--- config.mk ---
export PLATFORM = sky130hd
export DESIGN_NAME = alloc_gather_top
export DESIGN_NICKNAME = d
export VERILOG_FILES = /design/src/alloc_pkg.sv /design/src/desc_mem_pkg.sv /design/src/fifo_ctxt.sv /design/src/arb_rr.sv /design/src/desc_mem.sv /design/src/alloc_gather_core.sv /design/src/alloc_gather_top.sv
export SDC_FILE = /design/constraint.sdc
export NUM_CORES = 2
export LEC_CHECK = 0
export BUFFER_PORTS_ARGS = -buffer_cell sky130_fd_sc_hd__buf_2
export CELL_PAD_IN_SITES_DETAIL_PLACEMENT = 1
export CELL_PAD_IN_SITES_GLOBAL_PLACEMENT = 2
export CORE_MARGIN = 5
export CORE_UTILIZATION = 36
export DETAILED_ROUTE_END_ITERATION = 16
export GPL_ROUTABILITY_DRIVEN = 1
export MAX_ROUTING_LAYER = met4
export PLACE_DENSITY = 0.71
export SLEW_MARGIN = 20
export SYNTH_ARGS = -nofsm -noshare
export SYNTH_HDL_FRONTEND = slang
export SYNTH_SLANG_ARGS = --single-unit
export TNS_END_PERCENT = 50
--- constraint.sdc ---
create_clock -name clk -period 4.5 [get_ports clk]
set_input_delay 0.45 -clock clk [delete_from_list [all_inputs] [get_ports clk]]
set_output_delay 0.45 -clock clk [all_outputs]
set_load 0.1 [all_outputs]
--- src/alloc_pkg.sv ---
package alloc_pkg;

    // ----------------------------------------
    // Field widths
    // ----------------------------------------
    localparam int PTR_WID  = 6;
    localparam int SIZE_WID = 8;
    localparam int META_WID = 4;

    typedef logic [PTR_WID-1:0] ptr_t;

    // Descriptor as stored in the descriptor memory
    typedef struct packed {
        ptr_t                nxt_ptr;
        logic                eof;
        logic [SIZE_WID-1:0] size;
        logic [META_WID-1:0] meta;
        logic                err;
    } desc_t;

    // One gathered buffer, handed back to a context
    typedef struct packed {
        ptr_t                ptr;
        logic                eof;
        logic [SIZE_WID-1:0] size;
        logic [META_WID-1:0] meta;
        logic                err;
    } gather_resp_t;

endpackage : alloc_pkg

--- src/desc_mem_pkg.sv ---
package desc_mem_pkg;

    // ----------------------------------------
    // Descriptor memory access
    // ----------------------------------------

    // Cycles from an accepted read to rd_ack
    localparam int DESC_RD_LAT = 1;

    // External write into the descriptor RAM
    typedef struct packed {
        alloc_pkg::ptr_t  ptr;
        alloc_pkg::desc_t desc;
    } desc_wr_t;

endpackage : desc_mem_pkg

--- src/fifo_ctxt.sv ---
`timescale 1ns/1ps

module fifo_ctxt #(
    parameter type DATA_T = logic,
    parameter int  DEPTH  = 8
) (
    input  logic  clk,
    input  logic  srst,
    input  logic  wr,
    input  DATA_T wr_data,
    output logic  wr_rdy,
    input  logic  rd,
    output logic  rd_vld,
    output DATA_T rd_data
);

    localparam int PTR_W = (DEPTH > 1) ? $clog2(DEPTH) : 1;
    localparam int CNT_W = $clog2(DEPTH + 1);

    DATA_T            mem [DEPTH];
    logic [PTR_W-1:0] wr_ptr;
    logic [PTR_W-1:0] rd_ptr;
    logic [CNT_W-1:0] count;
    logic             push;
    logic             pop;

    // Explicit wrap since DEPTH need not be a power of two
    function automatic logic [PTR_W-1:0] incr(input logic [PTR_W-1:0] p);
        return (p == PTR_W'(DEPTH - 1)) ? '0 : p + 1'b1;
    endfunction

    assign wr_rdy  = (count < CNT_W'(DEPTH));
    assign rd_vld  = (count != '0);
    assign push    = wr && wr_rdy;
    assign pop     = rd && rd_vld;
    // Show-ahead output
    assign rd_data = mem[rd_ptr];

    always_ff @(posedge clk) begin
        if (push) begin
            mem[wr_ptr] <= wr_data;
        end
    end

    always_ff @(posedge clk) begin
        if (srst) begin
            wr_ptr <= '0;
            rd_ptr <= '0;
            count  <= '0;
        end else begin
            if (push) begin
                wr_ptr <= incr(wr_ptr);
            end
            if (pop) begin
                rd_ptr <= incr(rd_ptr);
            end
            if (push && !pop) begin
                count <= count + 1'b1;
            end else if (pop && !push) begin
                count <= count - 1'b1;
            end
        end
    end

endmodule : fifo_ctxt

--- src/arb_rr.sv ---
`timescale 1ns/1ps

module arb_rr #(
    parameter int CONTEXTS = 4
) (
    input  logic                        clk,
    input  logic                        srst,
    input  logic                        en,
    input  logic [CONTEXTS-1:0]         req,
    output logic [CONTEXTS-1:0]         grant,
    output logic [$clog2(CONTEXTS)-1:0] sel
);

    localparam int SEL_WID = $clog2(CONTEXTS);

    logic [SEL_WID-1:0] prio;
    logic               found;

    // Search from the priority pointer, wrapping once around
    always_comb begin
        int idx;
        found = 1'b0;
        sel   = prio;
        for (int i = 0; i < CONTEXTS; i++) begin
            idx = int'(prio) + i;
            if (idx >= CONTEXTS) begin
                idx = idx - CONTEXTS;
            end
            if (!found && req[idx]) begin
                found = 1'b1;
                sel   = SEL_WID'(idx);
            end
        end
    end

    assign grant = (en && found) ? (CONTEXTS'(1) << sel) : '0;

    // Next search starts one past the winner
    always_ff @(posedge clk) begin
        if (srst) begin
            prio <= '0;
        end else if (en && found) begin
            prio <= (sel == SEL_WID'(CONTEXTS - 1)) ? '0 : sel + 1'b1;
        end
    end

endmodule : arb_rr

--- src/desc_mem.sv ---
`timescale 1ns/1ps

module desc_mem (
    input  logic                   clk,
    input  logic                   srst,
    input  logic                   desc_wr,
    input  desc_mem_pkg::desc_wr_t desc_wr_data,
    input  logic                   rd_req,
    input  alloc_pkg::ptr_t        rd_addr,
    output logic                   rd_rdy,
    output logic                   rd_ack,
    output alloc_pkg::desc_t       rd_data,
    output logic                   init_done
);

    import alloc_pkg::*;
    import desc_mem_pkg::*;

    desc_t                  mem [2**PTR_WID];
    ptr_t                   init_addr;
    logic [DESC_RD_LAT-1:0] ack_pipe;
    desc_t                  data_pipe [DESC_RD_LAT];

    // ----------------------------------------
    // Init sweep
    // ----------------------------------------
    always_ff @(posedge clk) begin
        if (srst) begin
            init_addr <= '0;
            init_done <= 1'b0;
        end else if (!init_done) begin
            init_addr <= init_addr + 1'b1;
            if (init_addr == '1) begin
                init_done <= 1'b1;
            end
        end
    end

    // Sweep wins over external writes
    always_ff @(posedge clk) begin
        if (!init_done) begin
            mem[init_addr] <= '{nxt_ptr: '0, eof: 1'b1, size: '0, meta: '0, err: 1'b0};
        end else if (desc_wr) begin
            mem[desc_wr_data.ptr] <= desc_wr_data.desc;
        end
    end

    // ----------------------------------------
    // Read port
    // ----------------------------------------
    assign rd_rdy = init_done;

    always_ff @(posedge clk) begin
        if (srst) begin
            ack_pipe <= '0;
        end else begin
            ack_pipe <= DESC_RD_LAT'({ack_pipe, rd_req && rd_rdy});
        end
    end

    always_ff @(posedge clk) begin
        data_pipe[0] <= mem[rd_addr];
        for (int i = 1; i < DESC_RD_LAT; i++) begin
            data_pipe[i] <= data_pipe[i-1];
        end
    end

    assign rd_ack  = ack_pipe[DESC_RD_LAT-1];
    assign rd_data = data_pipe[DESC_RD_LAT-1];

endmodule : desc_mem

--- src/alloc_gather_core.sv ---
`timescale 1ns/1ps

module alloc_gather_core #(
    parameter int CONTEXTS = 4,
    parameter int Q_DEPTH  = 8
) (
    input  logic                                   clk,
    input  logic                                   srst,
    input  logic                                   en,
    input  logic [CONTEXTS-1:0]                    gather_req,
    input  alloc_pkg::ptr_t [CONTEXTS-1:0]         gather_ptr,
    output logic [CONTEXTS-1:0]                    gather_rdy,
    output logic [CONTEXTS-1:0]                    gather_vld,
    output alloc_pkg::gather_resp_t [CONTEXTS-1:0] gather_resp,
    input  logic [CONTEXTS-1:0]                    gather_ack,
    output logic                                   dealloc_req,
    input  logic                                   dealloc_rdy,
    output alloc_pkg::ptr_t                        dealloc_ptr,
    output logic                                   rd_req,
    input  logic                                   rd_rdy,
    output alloc_pkg::ptr_t                        rd_addr,
    input  logic                                   rd_ack,
    input  alloc_pkg::desc_t                       rd_data,
    input  logic                                   init_done
);

    import alloc_pkg::*;

    localparam int CTXT_SEL_WID  = $clog2(CONTEXTS);
    localparam int DEALLOC_DEPTH = 8;

    typedef enum logic [1:0] {
        RESET,
        DISABLED,
        IDLE,
        READ
    } state_t;

    // Which context a read in flight belongs to
    typedef struct packed {
        ptr_t                    ptr;
        logic [CTXT_SEL_WID-1:0] id;
    } rd_ctxt_t;

    logic [CONTEXTS-1:0]     pend;
    ptr_t                    cur_ptr [CONTEXTS];
    logic [CONTEXTS-1:0]     grant;
    logic [CTXT_SEL_WID-1:0] sel;
    logic                    arb;
    state_t                  state;
    state_t                  nxt_state;
    rd_ctxt_t                rd_ctxt_in;
    rd_ctxt_t                rd_ctxt_out;
    logic                    rd_ctxt_vld;

    // ----------------------------------------
    // Per-context chain state
    // ----------------------------------------
    for (genvar g = 0; g < CONTEXTS; g++) begin : g_ctxt
        logic         accept;
        logic         rd_done;
        logic         busy_r;
        logic         pend_r;
        ptr_t         ptr_r;
        gather_resp_t resp_in;

        assign accept  = gather_req[g] && !busy_r;
        assign rd_done = rd_ack && rd_ctxt_vld && (rd_ctxt_out.id == CTXT_SEL_WID'(g));

        // Busy until the eof descriptor comes back
        always_ff @(posedge clk) begin
            if (srst) begin
                busy_r <= 1'b0;
            end else if (accept) begin
                busy_r <= 1'b1;
            end else if (rd_done && rd_data.eof) begin
                busy_r <= 1'b0;
            end
        end

        // Another read wanted; dropped once granted
        always_ff @(posedge clk) begin
            if (srst) begin
                pend_r <= 1'b0;
            end else if (accept || (rd_done && !rd_data.eof)) begin
                pend_r <= 1'b1;
            end else if (grant[g]) begin
                pend_r <= 1'b0;
            end
        end

        always_ff @(posedge clk) begin
            if (accept) begin
                ptr_r <= gather_ptr[g];
            end else if (rd_done) begin
                ptr_r <= rd_data.nxt_ptr;
            end
        end

        assign pend[g]       = pend_r;
        assign cur_ptr[g]    = ptr_r;
        assign gather_rdy[g] = !busy_r;

        assign resp_in = '{
            ptr:  rd_ctxt_out.ptr,
            eof:  rd_data.eof,
            size: rd_data.size,
            meta: rd_data.meta,
            err:  rd_data.err
        };

        fifo_ctxt #(
            .DATA_T ( gather_resp_t ),
            .DEPTH  ( Q_DEPTH )
        ) i_fifo_resp (
            .clk,
            .srst,
            .wr      ( rd_done ),
            .wr_data ( resp_in ),
            .wr_rdy  ( ),
            .rd      ( gather_ack[g] ),
            .rd_vld  ( gather_vld[g] ),
            .rd_data ( gather_resp[g] )
        );
    end : g_ctxt

    // ----------------------------------------
    // Read FSM
    // ----------------------------------------
    always_ff @(posedge clk) begin
        if (srst) begin
            state <= RESET;
        end else begin
            state <= nxt_state;
        end
    end

    always_comb begin
        nxt_state = state;
        arb       = 1'b0;
        rd_req    = 1'b0;
        case (state)
            RESET: begin
                if (init_done) begin
                    nxt_state = en ? IDLE : DISABLED;
                end
            end
            DISABLED: begin
                if (en) begin
                    nxt_state = IDLE;
                end
            end
            IDLE: begin
                arb = en;
                if (!en) begin
                    nxt_state = DISABLED;
                end else if (|pend) begin
                    nxt_state = READ;
                end
            end
            READ: begin
                // Held until the memory takes it, even if en drops
                rd_req = 1'b1;
                if (rd_rdy) begin
                    nxt_state = IDLE;
                end
            end
            default: begin
                nxt_state = RESET;
            end
        endcase
    end

    arb_rr #(
        .CONTEXTS ( CONTEXTS )
    ) i_arb_rr (
        .clk,
        .srst,
        .en    ( arb ),
        .req   ( pend ),
        .grant ( grant ),
        .sel   ( sel )
    );

    // Winner's pointer, presented to the memory in READ
    always_ff @(posedge clk) begin
        if (arb && |pend) begin
            rd_ctxt_in.ptr <= cur_ptr[sel];
            rd_ctxt_in.id  <= sel;
        end
    end

    assign rd_addr = rd_ctxt_in.ptr;

    fifo_ctxt #(
        .DATA_T ( rd_ctxt_t ),
        .DEPTH  ( CONTEXTS )
    ) i_fifo_rd_ctxt (
        .clk,
        .srst,
        .wr      ( rd_req && rd_rdy ),
        .wr_data ( rd_ctxt_in ),
        .wr_rdy  ( ),
        .rd      ( rd_ack ),
        .rd_vld  ( rd_ctxt_vld ),
        .rd_data ( rd_ctxt_out )
    );

    // ----------------------------------------
    // Deallocation queue
    // ----------------------------------------
    fifo_ctxt #(
        .DATA_T ( ptr_t ),
        .DEPTH  ( DEALLOC_DEPTH )
    ) i_fifo_dealloc (
        .clk,
        .srst,
        .wr      ( rd_ack && rd_ctxt_vld ),
        .wr_data ( rd_ctxt_out.ptr ),
        .wr_rdy  ( ),
        .rd      ( dealloc_rdy ),
        .rd_vld  ( dealloc_req ),
        .rd_data ( dealloc_ptr )
    );

endmodule : alloc_gather_core

--- src/alloc_gather_top.sv ---
`timescale 1ns/1ps

module alloc_gather_top #(
    parameter int CONTEXTS = 4,
    parameter int Q_DEPTH  = 8
) (
    input  logic                                   clk,
    input  logic                                   srst,
    input  logic                                   en,
    input  logic [CONTEXTS-1:0]                    gather_req,
    input  alloc_pkg::ptr_t [CONTEXTS-1:0]         gather_ptr,
    output logic [CONTEXTS-1:0]                    gather_rdy,
    output logic [CONTEXTS-1:0]                    gather_vld,
    output alloc_pkg::gather_resp_t [CONTEXTS-1:0] gather_resp,
    input  logic [CONTEXTS-1:0]                    gather_ack,
    output logic                                   dealloc_req,
    input  logic                                   dealloc_rdy,
    output alloc_pkg::ptr_t                        dealloc_ptr,
    input  logic                                   desc_wr,
    input  desc_mem_pkg::desc_wr_t                 desc_wr_data
);

    import alloc_pkg::*;

    // Core to descriptor memory
    logic  rd_req;
    logic  rd_rdy;
    ptr_t  rd_addr;
    logic  rd_ack;
    desc_t rd_data;
    logic  init_done;

    alloc_gather_core #(
        .CONTEXTS ( CONTEXTS ),
        .Q_DEPTH  ( Q_DEPTH )
    ) i_alloc_gather_core (
        .clk,
        .srst,
        .en,
        .gather_req,
        .gather_ptr,
        .gather_rdy,
        .gather_vld,
        .gather_resp,
        .gather_ack,
        .dealloc_req,
        .dealloc_rdy,
        .dealloc_ptr,
        .rd_req,
        .rd_rdy,
        .rd_addr,
        .rd_ack,
        .rd_data,
        .init_done
    );

    desc_mem i_desc_mem (
        .clk,
        .srst,
        .desc_wr,
        .desc_wr_data,
        .rd_req,
        .rd_addr,
        .rd_rdy,
        .rd_ack,
        .rd_data,
        .init_done
    );

endmodule : alloc_gather_top

==> metrics <==
type of origin of the critical path register; final setup violation count 0; power per cell area about 450 nW/um^2; CP endpoint kind output pin; Gates resized, CTS repair 0; total number of yosys warnings 0; number of endpoints with negative hold slack in the final report 0; Critical Path RT 4050 ps; worst r2r path cells 11; Core Footprint 230,000 um^2; clock transition at the register clock pins on the worst setup and hold paths after CTS 60 ps; arrival time at the worst endpoint about 3300 ps; class of the tightest hold or removal check in -> reg; DRT iter0 DRCs a little over 4,000; R2R Setup Slk 900 ps; final period demand of the worst path about 3700 ps; CTS tree done; antenna viol nets, final 0; first-pass iteration count of the detailed router 5; boundary pin count between 150 and 200; number of buffers added by the clock tree synthesis step about 210; ratio of routed vias to standard cells between 5 and 6; MaxCap Viol Count 0; number of hold buffers added after cts 30; most used flip-flop cell after synthesis sky130_fd_sc_hd__edfxtp_1; worst IR drop on VDD slightly below 0.0004 V; overall via count from detail_route between 40,000 and 50,000; Post-route DRC 0; worst slew margin relative to its limit 26.2%; Post-Synthesis Net Count between 4,000 and 5,000; number of antenna violations at the first check in global routing 16; worst-path maximum fanout 23; H-tree depth 4; leftover overflow at the end of global routing 0; top area cells in the synthesized netlist sky130_fd_sc_hd__edfxtp_1, sky130_fd_sc_hd__mux4_2, sky130_fd_sc_hd__dfxtp_1, sky130_fd_sc_hd__mux2_2, sky130_fd_sc_hd__mux2i_1; Layout Nets 4,485; top cell type's share of synthesized area 73.4%; clock skew between 70 and 80 ps; Leakage about 0.032 uW; share of async-settable or async-resettable flops after synthesis 0%; average routed wire per standard cell 28.1 um; Setup Buffers After CTS 0; register area share after synthesis about three quarters; gate count of the mapped netlist 3,954; later-pin clock latency in the skew report between 800 and 900 ps; Detail Placement HPWL 128 mm; port bufs 157; vias in the first global route ~43,000; initial cell density of the core a little over a third; largest net degree at the start of global routing approximately 70; total length of routed wires between 200 and 250 mm; standard-cell rows 176; full die area between 200,000 and 250,000 um^2; number of enable-type register cells in the synthesized netlist 2,032; period utilization about 83%; mean area per synthesized cell roughly 21 um^2; post-synth top area cell sky130_fd_sc_hd__edfxtp_1; critical path endpoint gather_resp[49]; unrepaired setup endpoints after global routing false; max-slew violation total from the final report 0; Area growth, synth to finish 15.4%; slew at the pin closest to its max-slew limit around 1100 ps; number of sinks handled by clock tree synthesis 2,152; fraction of layout instances using a drive strength above 1 approximately 32%; number of storage elements in the synthesis netlist roughly 2,200; count of unique library cells instantiated by Yosys 55; Fmax achieved 268 MHz; floorplan die width approximately 500 um; area of all sequential standard cells 63,500 um^2; root buffer cell sky130_fd_sc_hd__clkbuf_16; fill cell count ~22,000; total power of the final layout approximately 43,000 uW; Global Route Usage Sum between 10% and 20%; CP Class reg -> out; setup total negative slack 0 ps; global-route wire length before repair 310 mm; synthesized cell area 83,100 um^2; area of combinational cells with multiple inputs roughly 19,000 um^2; GPL Wtd Cong 0.782; status finished clean; die height about 490 um; Clock Tree Buf Depth 3
## synth_stat cells, drive strengths merged, types with 7 or more instances
master	number
edfxtp	2032
a22o	8
a2111oi	9
and2	13
a21o	9
a221oi	14
nor2	170
a211oi	33
a31oi	16
a22oi	7
o221ai	10
o22ai	21
buf	116
nor2b	12
nand2b	19
a21oi	87
ha	46
and3	19
mux2i	92
clkbuf	82
xnor2	11
mux4	484
nand3b	12
inv	27
or3	13
nand3	33
nand2	161
dfxtp	120
mux2	169
o21ai	32
xor2	10
nor3	25
## where the power goes
| part | switching, uW | total, uW | internal, uW |
|---|---|---|---|
| logic | 2580 | 3810 | 1240 |
| registers | 353 | 22100 | 21800 |
| clock network | 7690 | 17300 | 9630 |
| total | 10600 | 43300 | 32600 |
## metrics by stage
| stage | cells | util, % | hold WS (ps) | worst slack [ps] | instance area, um^2 |
|---|---|---|---|---|---|
| final | 7574 | 41.7 | 69.8 | 764 | 95900 |
| after global routing | 7572 | 41.7 | 61.0 | 540 | 95900 |
| after CTS | 7571 | 41.7 | 0.618 | 611 | 95900 |
| after detailed placement | 7150 | 38.6 | 474 | 903 | 88800 |
| after global placement | 7150 | 38.6 | 461 | 862 | 88800 |
| after floorplan | 3954 | - | 454 | 891 | 83100 |
## worst max-delay path, stage by stage (launching register included)
cell and delay, ps:
sky130_fd_sc_hd__dfxtp_2 890, sky130_fd_sc_hd__buf_4 380, sky130_fd_sc_hd__mux4_2 530, sky130_fd_sc_hd__mux2_2 310, sky130_fd_sc_hd__buf_2 300
## area by class of cell
type | count | share of cell area, %
Antenna cell | 3 | 0.00783
Clock buffer | 274 | 5.83
Clock inverter | 117 | 1.26
Inverter | 27 | 0.106
Multi-Input combinational cell | 1577 | 19.7
Sequential cell | 2152 | 66.2
Tap cell | 3026 | 3.95
Timing Repair Buffer | 398 | 2.97
## how the worst min path moves through the flow
stage | from | to | slack (ps) | cells past startpoint
6_report | srst | register | 70 | 2
5_1_grt | srst | register | 60 | 2
4_1_cts | srst | register | 0.6 | 2
3_5_place_dp | register | register | 470 | 2
3_3_place_gp | register | register | 460 | 2
2_1_floorplan | i_alloc_gather_core.i_fifo_rd_ctxt.rd_ptr[1] | register | 450 | 2
## routing by layer
| layer | wire (um) | up-vias | part of all wire, % | track usage (%) |
|---|---|---|---|---|
| met3 | 13700 | 327 | 6.5 | 3.09 |
| met4 | 5080 | 0 | 2.4 | 4.48 |
| li1 | - | 17101 | - | - |
| met1 | 89200 | 22006 | 42 | 24.1 |
| met5 | 0 | - | 0 | - |
| met2 | 105000 | 1376 | 49 | 28.9 |
## placed cells by master (no fill, tap or decap), types with 38 or more instances in the layout
cell and count:
sky130_fd_sc_hd__buf_4 198, sky130_fd_sc_hd__buf_2 156, sky130_fd_sc_hd__mux2_2 169, sky130_fd_sc_hd__nor2_2 88, sky130_fd_sc_hd__dfxtp_1 106, sky130_fd_sc_hd__clkinv_1 44, sky130_fd_sc_hd__mux2i_1 92, sky130_fd_sc_hd__nor2_1 81
sky130_fd_sc_hd__nand2_1 161, sky130_fd_sc_hd__mux4_2 484, sky130_fd_sc_hd__clkinv_2 38, sky130_fd_sc_hd__edfxtp_1 2032, sky130_fd_sc_hd__clkbuf_1 59, sky130_fd_sc_hd__ha_1 46, sky130_fd_sc_hd__clkbuf_16 214, sky130_fd_sc_hd__a21oi_1 87
## sequential cells by signal (all words and copies together), names as in the netlist, 3 cells and up, named ones only
name	cells
i_desc_mem.mem	1280
i_alloc_gather_core.g_ctxt.ptr_r	24
i_alloc_gather_core.i_fifo_rd_ctxt.mem	32
i_alloc_gather_core.rd_addr	6
i_alloc_gather_core.g_ctxt.i_fifo_resp.wr_ptr	12
i_alloc_gather_core.i_fifo_dealloc.rd_ptr	3
i_alloc_gather_core.i_fifo_dealloc.wr_ptr	3
i_alloc_gather_core.g_ctxt.i_fifo_resp.count	16
i_alloc_gather_core.g_ctxt.i_fifo_resp.rd_ptr	12
i_desc_mem.data_pipe	20
i_alloc_gather_core.g_ctxt.i_fifo_resp.mem	640
i_alloc_gather_core.g_ctxt.busy_r	4
i_alloc_gather_core.i_fifo_dealloc.count	4
i_alloc_gather_core.i_fifo_dealloc.mem	48
i_alloc_gather_core.i_fifo_rd_ctxt.count	3
i_desc_mem.init_addr	6
i_alloc_gather_core.g_ctxt.pend_r	4
## cell families (layout without fill, tap and decap cells)
logic type / count (synthesis) / count (layout) / share of synthesized area, %
DFF: 2152 / 2152 / 76.3
muxes: 745 / 745 / 16.5
and+or+nand+nor: 499 / 499 / 2.75
AOI/OAI and AO/OA: 260 / 260 / 2.02
buffers and inverters: 225 / 816 / 1.30
adders and majority gates: 52 / 52 / 0.837
xor gates and xnor gates: 21 / 21 / 0.221
other: 0 / 3 / 0
Power figures use the tool's default switching activity.
